[config.mk]
export PLATFORM = sky130hd
export DESIGN_NAME = cache_control
export DESIGN_NICKNAME = d
export VERILOG_FILES = /design/src/cache_pkg.sv /design/src/cache_control.sv
export VERILOG_INCLUDE_DIRS = /design/src
export SDC_FILE = /design/constraint.sdc
export NUM_CORES = 1
export LEC_CHECK = 0
export BUFFER_PORTS_ARGS = -buffer_cell sky130_fd_sc_hd__buf_2
export CAP_MARGIN = 20
export CORE_ASPECT_RATIO = 1.2
export CORE_UTILIZATION = 16
export CTS_CLUSTER_DIAMETER = 60
export DETAILED_ROUTE_END_ITERATION = 10
export PLACE_DENSITY = 0.82
export SLEW_MARGIN = 20
export SYNTH_ARGS = -nofsm -noshare
export SYNTH_HDL_FRONTEND = slang
export SYNTH_SLANG_ARGS = --single-unit
export TNS_END_PERCENT = 20
[constraint.sdc]
create_clock -name clk -period 1.05 [get_ports clk]
set_input_delay 0.0525 -clock clk [delete_from_list [all_inputs] [get_ports clk]]
set_output_delay 0.0525 -clock clk [all_outputs]
set_load 0.01 [all_outputs]
[src/cache_settings.svh]
`ifndef CACHE_SETTINGS_SVH
`define CACHE_SETTINGS_SVH

////////////////////////////////////////////////////////////
// Cache geometry
////////////////////////////////////////////////////////////

`define CACHE_ADDR_W 32 // Byte address
`define CACHE_DATA_W 32 // CPU word
`define CACHE_LINE_WORDS 8
`define CACHE_SETS 8 // Per way

// Address field widths, all derived from the above
`define CACHE_BYTE_OFF_W $clog2(`CACHE_DATA_W / 8)
`define CACHE_WORD_IDX_W $clog2(`CACHE_LINE_WORDS)
`define CACHE_OFFSET_W (`CACHE_BYTE_OFF_W + `CACHE_WORD_IDX_W)
`define CACHE_INDEX_W $clog2(`CACHE_SETS)
`define CACHE_TAG_W (`CACHE_ADDR_W - `CACHE_INDEX_W - `CACHE_OFFSET_W)

`endif
[src/cache_pkg.sv]
`include "cache_settings.svh"

package cache_pkg;

	////////////////////////////////////////////////////////////
	// Controller
	////////////////////////////////////////////////////////////

	typedef enum logic [2:0] {
		idle,
		hit_detection,
		load, // Line refill from pmem
		store, // Victim writeback to pmem
		write_data
	} ctrl_state_e;

	////////////////////////////////////////////////////////////
	// Address and line types
	////////////////////////////////////////////////////////////

	typedef logic [`CACHE_TAG_W-1:0] tag_t;
	typedef logic [`CACHE_INDEX_W-1:0] index_t;
	typedef logic [`CACHE_OFFSET_W-1:0] offset_t; // Byte offset in line

	typedef logic [`CACHE_DATA_W-1:0] word_t;
	typedef word_t [`CACHE_LINE_WORDS-1:0] line_t; // Word 0 in the low bits

	typedef struct packed {
		tag_t tag;
		index_t index;
		offset_t offset;
	} addr_fields_t;

	// Request as captured at array read
	typedef struct packed {
		logic mem_read;
		logic mem_write;
		logic [`CACHE_ADDR_W-1:0] addr;
		word_t wdata;
		logic lru_out; // Victim way
	} cache_cw_t;

endpackage

[src/cache_control.sv]
`timescale 1ns/1ps

module cache_control (
	input logic clk,
	input logic rst_n,
	input logic mem_read,
	input logic mem_write,
	input logic pmem_resp,
	input logic hit,
	input logic dirty_ctrl,
	input logic lru_out,
	input logic tag0_hit,
	input logic tag1_hit,
	input cache_pkg::cache_cw_t cache_cw,
	output logic pmem_read,
	output logic pmem_write,
	output logic mem_resp,
	output logic set_dirty0,
	output logic set_dirty1,
	output logic clear_dirty0,
	output logic clear_dirty1,
	output logic [1:0] load_data,
	output logic [1:0] load_tag,
	output logic set_valid0,
	output logic set_valid1,
	output logic load_lru,
	output logic read_data,
	output logic load_pipeline
);
	import cache_pkg::*;

	ctrl_state_e state;
	ctrl_state_e next_state;

	always_ff @(posedge clk) begin
		if (!rst_n)
			state <= idle;
		else
			state <= next_state;
	end

	////////////////////////////////////////////////////////////
	// Next state
	////////////////////////////////////////////////////////////

	always_comb begin
		next_state = state;
		unique case (state)
			idle: begin
				if (mem_read | mem_write)
					next_state = hit_detection;
			end
			hit_detection: begin
				if (hit)
					next_state = idle;
				else if (dirty_ctrl)
					next_state = store; // Victim must go out first
				else
					next_state = load;
			end
			store: begin
				if (pmem_resp)
					next_state = load;
			end
			load: begin
				if (pmem_resp)
					next_state = write_data;
			end
			write_data: begin
				// Replay the held request, it hits now
				next_state = hit_detection;
			end
			default: next_state = idle;
		endcase
	end

	////////////////////////////////////////////////////////////
	// State actions
	////////////////////////////////////////////////////////////

	always_comb begin
		load_lru = 1'b0;
		read_data = 1'b0;
		load_data = 2'b00;
		load_tag = 2'b00;
		set_valid0 = 1'b0;
		set_valid1 = 1'b0;
		set_dirty0 = 1'b0;
		set_dirty1 = 1'b0;
		clear_dirty0 = 1'b0;
		clear_dirty1 = 1'b0;
		mem_resp = 1'b0;
		pmem_read = 1'b0;
		pmem_write = 1'b0;
		load_pipeline = 1'b1;

		unique case (state)
			idle: begin
				read_data = mem_read | mem_write; // Capture request into stage reg
			end
			hit_detection: begin
				if (hit) begin
					load_lru = 1'b1;
					mem_resp = 1'b1;
					if (cache_cw.mem_write) begin
						load_data = {tag1_hit, tag0_hit};
						set_dirty0 = tag0_hit;
						set_dirty1 = tag1_hit;
					end
				end else begin
					load_pipeline = 1'b0; // Hold request through the miss
				end
			end
			store: begin
				load_pipeline = 1'b0;
				pmem_write = 1'b1;
				clear_dirty0 = ~lru_out;
				clear_dirty1 = lru_out;
			end
			load: begin
				load_pipeline = 1'b0;
				pmem_read = 1'b1;
				if (pmem_resp) begin
					load_data = {lru_out, ~lru_out};
					load_tag = {lru_out, ~lru_out};
					set_valid0 = ~lru_out;
					set_valid1 = lru_out;
				end
			end
			write_data: begin
				load_pipeline = 1'b0;
			end
			default: begin
				load_pipeline = 1'b1;
			end
		endcase
	end

endmodule : cache_control

==> results of run 1 <==
## cells in the mapped netlist
| master | count | area, µm² |
|---|---|---|
| sky130_fd_sc_hd__dfxtp_1 | 3 | 60.1 |
| sky130_fd_sc_hd__o311ai_0 | 1 | 8.76 |
| sky130_fd_sc_hd__buf_2 | 1 | 5.00 |
| sky130_fd_sc_hd__nand3_1 | 1 | 5.00 |
| sky130_fd_sc_hd__nand2_1 | 1 | 3.75 |
| sky130_fd_sc_hd__o21bai_2 | 1 | 11.3 |
| sky130_fd_sc_hd__a21o_1 | 1 | 7.51 |
| sky130_fd_sc_hd__a21oi_1 | 2 | 10.0 |
| sky130_fd_sc_hd__nor4bb_4 | 1 | 25.0 |
| sky130_fd_sc_hd__nor2_1 | 4 | 15.0 |
| sky130_fd_sc_hd__o21ai_0 | 3 | 15.0 |
| sky130_fd_sc_hd__nor2b_1 | 1 | 6.26 |
| sky130_fd_sc_hd__o31ai_1 | 2 | 15.0 |
| sky130_fd_sc_hd__and2_1 | 4 | 25.0 |
| sky130_fd_sc_hd__buf_6 | 1 | 11.3 |
| sky130_fd_sc_hd__nor3_1 | 1 | 5.00 |
| sky130_fd_sc_hd__nand2b_1 | 2 | 12.5 |
| sky130_fd_sc_hd__inv_1 | 1 | 3.75 |
| sky130_fd_sc_hd__nor3b_1 | 2 | 15.0 |
| sky130_fd_sc_hd__buf_4 | 3 | 22.5 |
| sky130_fd_sc_hd__and3_1 | 3 | 18.8 |
## placed cells by master (no fill, tap or decap)
| cell type | count |
|---|---|
| sky130_fd_sc_hd__nor2_2 | 2 |
| sky130_fd_sc_hd__nor4bb_4 | 1 |
| sky130_fd_sc_hd__dfxtp_2 | 1 |
| sky130_fd_sc_hd__nor3b_1 | 1 |
| sky130_fd_sc_hd__nor2b_1 | 1 |
| sky130_fd_sc_hd__a21oi_1 | 2 |
| sky130_fd_sc_hd__a21o_1 | 1 |
| sky130_fd_sc_hd__buf_2 | 24 |
| sky130_fd_sc_hd__o21bai_4 | 1 |
| sky130_fd_sc_hd__inv_1 | 1 |
| sky130_fd_sc_hd__nand3_2 | 1 |
| sky130_fd_sc_hd__and3_1 | 1 |
| sky130_fd_sc_hd__nor2_1 | 1 |
| sky130_fd_sc_hd__o31ai_2 | 1 |
| sky130_fd_sc_hd__buf_6 | 4 |
| sky130_fd_sc_hd__clkbuf_4 | 3 |
| sky130_fd_sc_hd__and2_1 | 4 |
| sky130_fd_sc_hd__o21ai_0 | 3 |
| sky130_fd_sc_hd__nand2b_1 | 2 |
| sky130_fd_sc_hd__nor3_1 | 1 |
| sky130_fd_sc_hd__clkbuf_1 | 1 |
| sky130_fd_sc_hd__nand2_1 | 1 |
| sky130_fd_sc_hd__o31ai_1 | 1 |
| sky130_fd_sc_hd__nor2_4 | 1 |
| sky130_fd_sc_hd__o311ai_1 | 1 |
| sky130_fd_sc_hd__nor3b_2 | 1 |
| sky130_fd_sc_hd__dfxtp_4 | 2 |
| sky130_fd_sc_hd__buf_4 | 3 |
| sky130_fd_sc_hd__and3_4 | 2 |
## power groups by stage
stage	combinational, mW	sequential, mW	clock, mW
after detailed placement	0.166	0.138	0
after global placement	0.166	0.136	0
final	0.193	0.139	0.208
after CTS	0.185	0.139	0.220
after floorplan	0.0970	0.135	0
after global routing	0.211	0.140	0.230
## worst max-delay path: cells and delay by family, from the launching register on
kind            cells  cell delay [ns]
compound gates      1             0.09
simple gates        2             0.58
flops               1             0.33
buf+inv             1             0.12
## area by class of cell
cell class              count  area share
multi-input cells          30       0.441
well taps                  18      0.0407
flip-flops and latches      3       0.124
inverters                   1     0.00679
clock buffers               4      0.0475
repair buffers             31       0.339
## how the worst min path moves through the flow
| stage | endpoint | from | slack (ns) |
|---|---|---|---|
| after floorplan | clear_dirty0 | lru_out | 0.16 |
| after global placement | state[2]$_SDFFE_PN0P_ | rst_n | 0.28 |
| after detailed placement | state[2]$_SDFFE_PN0P_ | rst_n | 0.30 |
| after CTS | state[2]$_SDFFE_PN0P_ | rst_n | 0.05 |
| after global routing | state[2]$_SDFFE_PN0P_ | rst_n | 0.07 |
| final | state[2]$_SDFFE_PN0P_ | rst_n | 0.06 |
## routing by layer
layer | track usage | routed length [µm] | vias to the layer above | part of all wire
li1 | - | - | 196 | -
met1 | 0.139 | 467 | 160 | 0.44
met2 | 0.141 | 420 | 32 | 0.39
met3 | 0.0659 | 155 | 4 | 0.14
met4 | 0.0968 | 29 | 0 | 0.027
met5 | 0 | 0 | - | 0
## per-stage QoR
step | cells | total power [mW] | setup slack (ns)
after floorplan | 39 | 0.231 | -0.173
after global placement | 82 | 0.301 | -0.101
after detailed placement | 82 | 0.304 | -0.159
after CTS | 87 | 0.543 | -0.397
after global routing | 87 | 0.581 | -0.454
final | 87 | 0.540 | -0.374
## timing repair
item                       in CTS  in global routing
pin swaps                       5                  3
setup endpoints to repair      17                 17
buffers inserted                1                  0
resized for setup              14                  4
## kinds of logic (layout without fill, tap and decap cells)
group	count (synthesis)	count (layout)	share of synthesized area
AND/OR/NAND/NOR	20	20	0.436
AO/OA/AOI/OAI	10	10	0.224
buffers and inverters	6	36	0.141
flip-flops	3	3	0.199
==> insert_results.sql, run 1 <==
INSERT INTO impl_metrics (metric_group, metric, value, unit) VALUES
('run_status', 'status', 'complete, but fails checks', ''),
('run_status', 'failed_checks', 'setup timing', ''),
('sta', 'finalHoldViolCount', '0', ''),
('sta', 'skew', '0.000213', 'ns'),
('routing', 'routed_wl', '1.07', 'mm'),
('critical_path', 'cp_slowest_stage_delay', '0.34', 'ns'),
('sta', 'max-slew-margin-rel', '0.802', ''),
('die', 'die_height', '49.6', 'µm'),
('hold_path', 'min-delay-path-class', 'in -> reg', ''),
('clock_tree', 'clock_tree_from_tritoncts', 'yes', ''),
('routing', 'detailroute.via_count', '392', ''),
('clock_tree', 'worst_skew_pair.late_latency', '0.24', 'ns'),
('power_and_ir_drop', 'power_leakage', '0.282', 'nW'),
('sta', 'clock_period_minus_final_worst_setup_slack', '1.42', 'ns'),
('logic_synthesis', 'avgSynthCellArea', '7.73', 'µm²'),
('routing', 'drt_drc_violations_left', '0', ''),
('cells_and_area', 'layout-area-overhead-vs-synth', '83.4', '%'),
('critical_path', 'cp_cell_sequence', 'nor4bb_4 -> and3_4 -> a21o_1 -> buf_2', ''),
('global_route', 'grt_max_degree', '13', ''),
('power_and_ir_drop', 'intPower', '0.367', 'mW'),
('routing', 'residual_antenna_violating_net_count_after_detailed_routing', '0', ''),
('cells_and_area', 'largest_reg_flops', '3', ''),
('global_route', 'grt_pass1_vias', '384', ''),
('routing', 'avgViaCountPerCell', '4.51', ''),
('clock_tree', 'cts_hold_buf', '0', ''),
('die', 'floorplan.initialDensity', '0.177', ''),
('die', 'fp.dieW', '41.6', 'µm'),
('routing', 'drtPass1Iterations', '4', ''),
('cells_and_area', 'design.final.nets', '147', ''),
('power_and_ir_drop', 'power_switching_share', '0.320', ''),
('cells_and_area', 'reg_top3', 'state: 3 flops', ''),
('clock_tree', 'worst_setup_hold_path_clk_slew', '0.04', 'ns'),
('logic_synthesis', 'postSynthRegisterBits', '3', ''),
('hold_path', 'hold_path_depth', '2', ''),
('critical_path', 'reg2reg_setup_slack', '-0.06', 'ns'),
('global_route', 'global_route.overflow_total', '0', ''),
('critical_path', 'required', '1.00', 'ns'),
('critical_path', 'critPathLaunch', 'state[1]$_SDFFE_PN0P_', ''),
('power_and_ir_drop', 'switching_power', '0.173', 'mW'),
('clock_tree', 'cts_buffers', '3', ''),
('power_and_ir_drop', 'seq_power_share', '0.257', ''),
('critical_path', 'path_max_fanout', '4', ''),
('cells_and_area', 'registers.top_by_ff_count', 'state', ''),
('sta', 'unrepaired_setup_endpoints_after_global_routing', 'true', ''),
('critical_path', 'timing.reg2reg.worst_path_depth', '5', ''),
('sta', 'final.setup.tns', '-3.84', 'ns'),
('sta', 'final_count_of_negative_setup_slack_endpoints', '17', ''),
('global_route', 'antenna_found_initial', '0', ''),
('cells_and_area', 'layout.area.seq', '68.8', 'µm²'),
('clock_tree', 'cts_sink_count', '3', ''),
('place', 'dpl_cell_area', '455', 'µm²'),
('power_and_ir_drop', 'power.density', '976', 'nW/µm²'),
('sta', 'max_freq', '702', 'MHz'),
('sta', 'fin_ws', '-0.374', 'ns'),
('logic_synthesis', 'mapped_cell_area', '302', 'µm²'),
('die', 'coreArea', '1700', 'µm²'),
('sta', 'fin_worst_hold_slack', '0.0615', 'ns'),
('routing', 'drt_first_iter_violations', '5', ''),
('critical_path', 'critical_path.reg2reg.startpoint', 'state[2]$_SDFFE_PN0P_', ''),
('critical_path', 'setup.worst_path.start_class', 'register', ''),
('global_route', 'grt_first_pass_wirelength', '1.72', 'mm'),
('place', 'hpwl', '809', 'µm'),
('logic_synthesis', 'synth.net_count', '116', ''),
('place', 'buffer_ports.inserted', '26', ''),
('critical_path', 'timing.rr.end', 'state[0]$_SDFFE_PN0P_', ''),
('sta', 'report.final.slew_viol_count', '0', ''),
('cells_and_area', 'final_layout_size_suffix_gt1_frac', '0.681', ''),
('global_route', 'grtUsageTotal', '0.115', ''),
('place', 'final_weighted_congestion_of_routability_driven_global_placement', '0.874', ''),
('flow_run', 'drv.max_cap_violation_count', '0', ''),
('die', 'boundaryPins', '93', '');
Power figures use the tool's default switching activity.
==> inputs of run 2 (changes only) <==
- GPL_TIMING_DRIVEN: unset -> 0
==> insert_results.sql, run 2 (synthesis results as in run 1) <==
INSERT INTO impl_metrics (metric_group, metric, value, unit) VALUES
('die', 'die_height', '49.6', 'µm'),
('place', 'dpl_cell_area', '464', 'µm²'),
('global_route', 'grt_first_pass_wirelength', '1.68', 'mm'),
('place', 'buffer_ports.inserted', '26', ''),
('hold_path', 'hold_path_depth', '2', ''),
('cells_and_area', 'mostFrequentLayoutCell', 'sky130_fd_sc_hd__buf_2', ''),
('clock_tree', 'cts_hold_buf', '0', ''),
('routing', 'routed_wire_length_per_instance', '11.0', 'µm'),
('cells_and_area', 'layout-area-overhead-vs-synth', '106', '%'),
('routing', 'drt_drc_violations_left', '0', ''),
('clock_tree', 'cts_buffers', '3', ''),
('global_route', 'grt_max_degree', '11', ''),
('clock_tree', 'worst_setup_hold_path_clk_slew', '0.04', 'ns'),
('critical_path', 'worst-setup-path-type', 'reg -> out', ''),
('die', 'floorplan.initialDensity', '0.177', ''),
('sta', 'skew', '0.00545', 'ns'),
('sta', 'max_freq', '689', 'MHz'),
('routing', 'detailroute.via_count', '390', ''),
('routing', 'routed_wl', '992', 'µm'),
('routing', 'drt_first_iter_violations', '3', ''),
('cells_and_area', 'design.final.nets', '150', ''),
('sta', 'tightest_slew', '0.300', 'ns'),
('critical_path', 'cp_cell_sequence', 'nor4bb_4 -> and3_4 -> o21bai_4 -> buf_6', ''),
('global_route', 'antenna_found_initial', '0', ''),
('cells_and_area', 'layout.filler_cells', '176', ''),
('critical_path', 'critical_path.endpoint_type', 'output pin', ''),
('global_route', 'global_route.overflow_total', '0', ''),
('sta', 'finalHoldViolCount', '0', ''),
('critical_path', 'cpMaxStageDelayCell', 'sky130_fd_sc_hd__dfxtp_4', ''),
('clock_tree', 'clock_tree.htree_level_count', '1', ''),
('sta', 'report.final.slew_viol_count', '0', ''),
('routing', 'drtPass1Iterations', '2', ''),
('cells_and_area', 'antenna_cells_inserted', '0', ''),
('place', 'final_weighted_congestion_of_routability_driven_global_placement', '0.793', ''),
('cells_and_area', 'finish.utilization', '0.365', ''),
('power_and_ir_drop', 'ir_drop', '344', 'µV'),
('sta', 'post-route-period-util', '1.38', ''),
('power_and_ir_drop', 'power.density', '910', 'nW/µm²'),
('hold_path', 'hold_path_startpoint', 'rst_n', ''),
('flow_run', 'drv.max_cap_violation_count', '0', ''),
('die', 'die_area', '2060', 'µm²'),
('clock_tree', 'clock_tree_from_tritoncts', 'yes', ''),
('cells_and_area', 'reg_top3', 'state: 3 flops', ''),
('sta', 'fin_ws', '-0.402', 'ns'),
('critical_path', 'timing.rr.end', 'state[0]$_SDFFE_PN0P_', ''),
('cells_and_area', 'layout_common_cells', 'sky130_fd_sc_hd__buf_2, sky130_fd_sc_hd__buf_4, sky130_fd_sc_hd__buf_6', ''),
('sta', 'clock_period_minus_final_worst_setup_slack', '1.45', 'ns'),
('critical_path', 'critical_path_arrival', '1.40', 'ns'),
('cells_and_area', 'combined_area_of_the_multi_input_logic_cells', '272', 'µm²'),
('power_and_ir_drop', 'power_leakage', '0.314', 'nW'),
('clock_tree', 'cts_sink_count', '3', ''),
('critical_path', 'path_max_fanout', '4', ''),
('die', 'fp.dieW', '41.6', 'µm'),
('die', 'boundaryPins', '93', ''),
('run_status', 'status', 'complete, but fails checks', ''),
('place', 'hpwl', '766', 'µm'),
('critical_path', 'reg2reg_setup_slack', '-0.04', 'ns'),
('cells_and_area', 'layout.area.seq', '68.8', 'µm²'),
('sta', 'max-slew-margin-rel', '0.799', ''),
('cells_and_area', 'registers.top_by_ff_count', 'state', ''),
('clock_tree', 'worst_skew_pair.late_latency', '0.23', 'ns'),
('sta', 'unrepaired_setup_endpoints_after_global_routing', 'true', ''),
('place', 'place_ws', '-0.247', 'ns'),
('global_route', 'grt_pass1_vias', '388', ''),
('routing', 'avgViaCountPerCell', '4.33', ''),
('sta', 'final_count_of_negative_setup_slack_endpoints', '17', ''),
('critical_path', 'critical_path.reg2reg.startpoint', 'state[1]$_SDFFE_PN0P_', ''),
('hold_path', 'min-delay-path-class', 'in -> reg', ''),
('critical_path', 'timing.reg2reg.worst_path_depth', '4', ''),
('cells_and_area', 'largest_reg_flops', '3', ''),
('clock_tree', 'cts_buffer_depth', '2', ''),
('cells_and_area', 'final_layout_size_suffix_gt1_frac', '0.750', ''),
('hold_path', 'min_delay_worst_endpoint', 'state[2]$_SDFFE_PN0P_', ''),
('global_route', 'grtUsageTotal', '0.105', ''),
('critical_path', 'setup.worst_path.start_class', 'register', ''),
('critical_path', 'cp_slowest_stage_delay', '0.35', 'ns'),
('die', 'coreArea', '1700', 'µm²'),
('routing', 'residual_antenna_violating_net_count_after_detailed_routing', '0', ''),
('sta', 'final.setup.tns', '-4.10', 'ns'),
('die', 'rows', '16', ''),
('clock_tree', 'clock_tree.root_cell', 'sky130_fd_sc_hd__clkbuf_4', ''),
('critical_path', 'required', '1.00', 'ns'),
('cells_and_area', 'stdcell_area', '622', 'µm²'),
('run_status', 'failed_checks', 'setup timing', '');
-- run 2: worst max-delay path by stage --
stage,startpoint,to,cells past startpoint
6_report,state[1]$_SDFFE_PN0P_,load_data[0],4
5_1_grt,state[2]$_SDFFE_PN0P_,load_data[0],4
2_1_floorplan,state[2]$_SDFFE_PN0P_,load_data[0],4
3_5_place_dp,state[2]$_SDFFE_PN0P_,load_data[0],5
3_3_place_gp,state[2]$_SDFFE_PN0P_,load_data[0],5
4_1_cts,state[2]$_SDFFE_PN0P_,load_data[0],5
-- run 2: metal layers --
layer | track usage | part of all wire
met1 | 0.133 | 0.44
met2 | 0.143 | 0.42
met3 | 0.0440 | 0.12
met4 | 0.0645 | 0.019
met5 | 0 | 0
-- run 2: critical path: cells and delay by family, from the launching register on --
kind            cells  cell delay (ns)
buf+inv             1             0.11
simple gates        2             0.59
compound gates      1             0.11
flops               1             0.35
-- run 2: metrics by stage --
step	power, mW	cells	hold WS (ns)
floorplan	0.231	39	0.156
global placement	0.295	83	0.288
detailed placement	0.301	83	0.302
CTS	0.548	90	0.0581
global route	0.610	90	0.0716
finish	0.566	90	0.0775
-- run 2: power breakdown --
part | switching [mW] | total, mW | internal, mW
clock | 0.0598 | 0.202 | 0.142
combinational | 0.0987 | 0.218 | 0.120
sequential | 0.0201 | 0.145 | 0.125
total | 0.179 | 0.566 | 0.387
-- run 2: repair_timing --
action	CTS	global route
buffers inserted	3	1
resized for setup	16	15
pin swaps	3	3
setup endpoints to repair	18	18
-- run 2: cell type report --
type                       count  share of cell area
buffer                         4              0.0604
timing repair buffer          30               0.308
inverter                       1             0.00604
sequential                     3               0.111
tap                           18              0.0362
clock buffer                   4              0.0423
multi-input combinational     30               0.437
==> inputs of run 3 (changes only) <==
- ABC_AREA: unset -> 1
- PLACE_DENSITY: 0.82 -> 0.83
==> insert_results.sql, run 3 <==
INSERT INTO impl_metrics (metric_group, metric, value, unit) VALUES
('run_status', 'status', 'complete, but fails checks', ''),
('run_status', 'failed_checks', 'setup timing', ''),
('sta', 'max-slew-margin-rel', '0.879', ''),
('die', 'coreArea', '1680', 'µm²'),
('sta', 'finalHoldViolCount', '0', ''),
('die', 'floorplan.initialDensity', '0.175', ''),
('clock_tree', 'clock_tree.htree_level_count', '1', ''),
('critical_path', 'path_max_fanout', '4', ''),
('place', 'numPlacedInstances', '97', ''),
('sta', 'max_freq', '786', 'MHz'),
('cells_and_area', 'mostFrequentLayoutCell', 'sky130_fd_sc_hd__buf_2', ''),
('die', 'boundaryPins', '93', ''),
('global_route', 'global_route.overflow_total', '0', ''),
('global_route', 'grt_first_pass_wirelength', '1.43', 'mm'),
('hold_path', 'min-delay-path-class', 'in -> reg', ''),
('global_route', 'grt_max_degree', '7', ''),
('sta', 'unrepaired_setup_endpoints_after_global_routing', 'true', ''),
('die', 'fp.dieW', '41.1', 'µm'),
('critical_path', 'required', '1.00', 'ns'),
('sta', 'fin_worst_hold_slack', '0.0592', 'ns'),
('routing', 'routed_wire_length_per_instance', '9.06', 'µm'),
('logic_synthesis', 'syn_inst', '53', ''),
('clock_tree', 'cts_buffers', '3', ''),
('place', 'hpwl', '699', 'µm'),
('place', 'buffer_ports.inserted', '26', ''),
('power_and_ir_drop', 'design_power_total', '0.618', 'mW'),
('sta', 'tightest_slew', '0.181', 'ns'),
('sta', 'post-route-period-util', '1.21', ''),
('sta', 'skew', '0.00201', 'ns'),
('logic_synthesis', 'synth_enable_flop_cells', '0', ''),
('power_and_ir_drop', 'switching_power', '0.225', 'mW'),
('clock_tree', 'worst_skew_pair.late_latency', '0.23', 'ns'),
('cells_and_area', 'layout_common_cells', 'sky130_fd_sc_hd__buf_2, sky130_fd_sc_hd__nor2_1, sky130_fd_sc_hd__inv_1', ''),
('logic_synthesis', 'netlist_top_cells_area', 'sky130_fd_sc_hd__dfxtp_1, sky130_fd_sc_hd__nor2_1, sky130_fd_sc_hd__inv_1', ''),
('power_and_ir_drop', 'intPower', '0.393', 'mW'),
('cells_and_area', 'design.final.nets', '166', ''),
('cells_and_area', 'layout.filler_cells', '187', ''),
('logic_synthesis', 'postSynthRegisterBits', '3', ''),
('logic_synthesis', 'mapped_cell_area', '294', 'µm²'),
('global_route', 'grt_pass1_vias', '393', ''),
('critical_path', 'critical_path_arrival', '1.22', 'ns'),
('logic_synthesis', 'synthesis.yosys.warnings', '0', ''),
('sta', 'fin_ws', '-0.222', 'ns'),
('power_and_ir_drop', 'clkPwrFrac', '0.322', ''),
('logic_synthesis', 'synth.net_count', '130', ''),
('clock_tree', 'cts_sink_count', '3', ''),
('sta', 'final_count_of_negative_setup_slack_endpoints', '15', ''),
('routing', 'residual_antenna_violating_net_count_after_detailed_routing', '0', ''),
('critical_path', 'setup.worst_path.start_class', 'register', ''),
('routing', 'avgViaCountPerCell', '4.11', ''),
('logic_synthesis', 'synth_top_area_cell', 'sky130_fd_sc_hd__dfxtp_1', ''),
('cells_and_area', 'reg_top3', 'state: 3 flops', ''),
('global_route', 'grtUsageTotal', '0.102', ''),
('cells_and_area', 'layout-area-overhead-vs-synth', '99.1', '%'),
('logic_synthesis', 'avgSynthCellArea', '5.55', 'µm²'),
('cells_and_area', 'registers.top_by_ff_count', 'state', ''),
('routing', 'drtPass1Iterations', '4', ''),
('power_and_ir_drop', 'p_comb_frac', '0.431', ''),
('critical_path', 'critical_path.endpoint_type', 'output pin', ''),
('logic_synthesis', 'synth-main-ff-cell', 'sky130_fd_sc_hd__dfxtp_1', ''),
('sta', 'clock_period_minus_final_worst_setup_slack', '1.27', 'ns'),
('clock_tree', 'worst_setup_hold_path_clk_slew', '0.04', 'ns'),
('power_and_ir_drop', 'power.density', '1060', 'nW/µm²'),
('logic_synthesis', 'synth_top_cell_area_share', '0.204', ''),
('routing', 'drt_drc_violations_left', '0', ''),
('clock_tree', 'clock_tree.root_cell', 'sky130_fd_sc_hd__clkbuf_4', ''),
('cells_and_area', 'final_layout_size_suffix_gt1_frac', '0.580', ''),
('logic_synthesis', 'post_synth_num_cell_types', '15', ''),
('flow_run', 'drv.max_cap_violation_count', '0', ''),
('logic_synthesis', 'postSynth.asyncResetShare', '0', ''),
('critical_path', 'reg2reg_setup_slack', '-0.03', 'ns'),
('routing', 'detailroute.via_count', '436', ''),
('die', 'die_height', '49.0', 'µm'),
('critical_path', 'worst-setup-path-type', 'reg -> out', ''),
('power_and_ir_drop', 'ir_drop', '423', 'µV'),
('power_and_ir_drop', 'seq_power_share', '0.247', ''),
('logic_synthesis', 'post-synth-top-count-cell', 'sky130_fd_sc_hd__nor2_1', ''),
('place', 'place_ws', '-0.107', 'ns'),
('power_and_ir_drop', 'power_leakage', '0.339', 'nW'),
('logic_synthesis', 'synth-seq-area-share', '0.204', ''),
('cells_and_area', 'final_cell_count_no_fill', '106', ''),
('clock_tree', 'clock_tree_from_tritoncts', 'yes', ''),
('cells_and_area', 'antenna_cells_inserted', '0', ''),
('routing', 'routed_wl', '960', 'µm'),
('routing', 'drt_first_iter_violations', '8', ''),
('clock_tree', 'cts_buffer_depth', '2', ''),
('die', 'rows', '16', ''),
('place', 'final_weighted_congestion_of_routability_driven_global_placement', '0.648', ''),
('power_and_ir_drop', 'power_switching_share', '0.364', ''),
('die', 'die_area', '2010', 'µm²'),
('logic_synthesis', 'yosys-top-cells-count', 'sky130_fd_sc_hd__nor2_1, sky130_fd_sc_hd__inv_1, sky130_fd_sc_hd__nand2_1', ''),
('cells_and_area', 'largest_reg_flops', '3', ''),
('cells_and_area', 'finish.utilization', '0.348', ''),
('global_route', 'antenna_found_initial', '0', ''),
('sta', 'report.final.slew_viol_count', '0', '');
## run 3: cell count changes after synthesis, moves of 2 or more
cell / previous run / this run
sky130_fd_sc_hd__o21ai_0: 3 / 1
sky130_fd_sc_hd__nand2_1: 1 / 9
sky130_fd_sc_hd__nor2_1: 4 / 14
sky130_fd_sc_hd__nor3b_1: 2 / 0
sky130_fd_sc_hd__o31ai_1: 2 / 0
sky130_fd_sc_hd__and3_1: 3 / 0
sky130_fd_sc_hd__and2_1: 4 / 0
sky130_fd_sc_hd__nand3_1: 1 / 3
sky130_fd_sc_hd__o22ai_1: 0 / 2
sky130_fd_sc_hd__nand2b_1: 2 / 0
sky130_fd_sc_hd__inv_1: 1 / 10
## run 3: path summary, 6_finish.rpt
check                        startpoint                    end  cells after the start
setup / recovery  state[2]$_SDFFE_PN0P_          load_pipeline                      7
hold / removal                    rst_n  state[2]$_SDFFE_PN0P_                      3
setup reg to reg  state[2]$_SDFFE_PN0P_  state[1]$_SDFFE_PN0P_                      8
hold reg to reg   state[0]$_SDFFE_PN0P_  state[0]$_SDFFE_PN0P_                      2
## run 3: cells by family (layout without fill, tap and decap cells)
kind of cell           after synthesis  after routing  synth area share
AO/OA/AOI/OAI                        5              5            0.0936
buffers and inverters               14             49             0.217
flip-flops                           3              3             0.204
AND/OR/NAND/NOR                     31             31             0.485
## run 3: worst max-delay path, cell delays in order, from the launching register on
cell                      delay [ns]
sky130_fd_sc_hd__dfxtp_2        0.35
sky130_fd_sc_hd__inv_4          0.06
sky130_fd_sc_hd__nand3_2        0.10
sky130_fd_sc_hd__nor2_4         0.05
sky130_fd_sc_hd__buf_6          0.12
sky130_fd_sc_hd__a21oi_1        0.13
sky130_fd_sc_hd__nand2_1        0.06
sky130_fd_sc_hd__buf_2          0.14
## run 3: layer usage
metal | GRT usage | routed length (µm) | up-vias
met1 | 0.104 | 352 | 190
li1 | - | - | 228
met3 | 0.0639 | 79 | 0
met4 | 0.0323 | 0 | 0
met5 | 0 | 0 | -
met2 | 0.164 | 528 | 18
## run 3: what timing repair did
item | in CTS | in global routing
setup buffers | 3 | 2
pin swaps | 1 | 7
gates resized for setup | 8 | 10
endpoints found under the setup margin | 16 | 17
hold buffers | 0 | 0
## run 3: power groups by stage
stage	Clock, mW	Sequential (mW)	Combinational, mW
finish	0.199	0.153	0.266
global route	0.220	0.155	0.297
CTS	0.209	0.151	0.249
detailed placement	0	0.147	0.236
global placement	0	0.147	0.229
floorplan	0	0.144	0.153
## run 3: final cells by class
cell class	instances	area, µm²	area share
plain buffers	3	26.3	0.0449
clock buffers	4	26.3	0.0449
inverters	11	43.8	0.0748
multi-input cells	36	211	0.361
flip-flops and latches	3	68.8	0.118
well taps	18	22.5	0.0385
repair buffers	31	186	0.318
## run 3: through the flow
step           instance area (µm²)  TNS (ns)
5_1_grt                        586     -3.49
4_1_cts                        537     -2.48
6_report                       586     -2.37
3_3_place_gp                   474    -0.227
3_5_place_dp                   474    -0.398
2_1_floorplan                  322         0
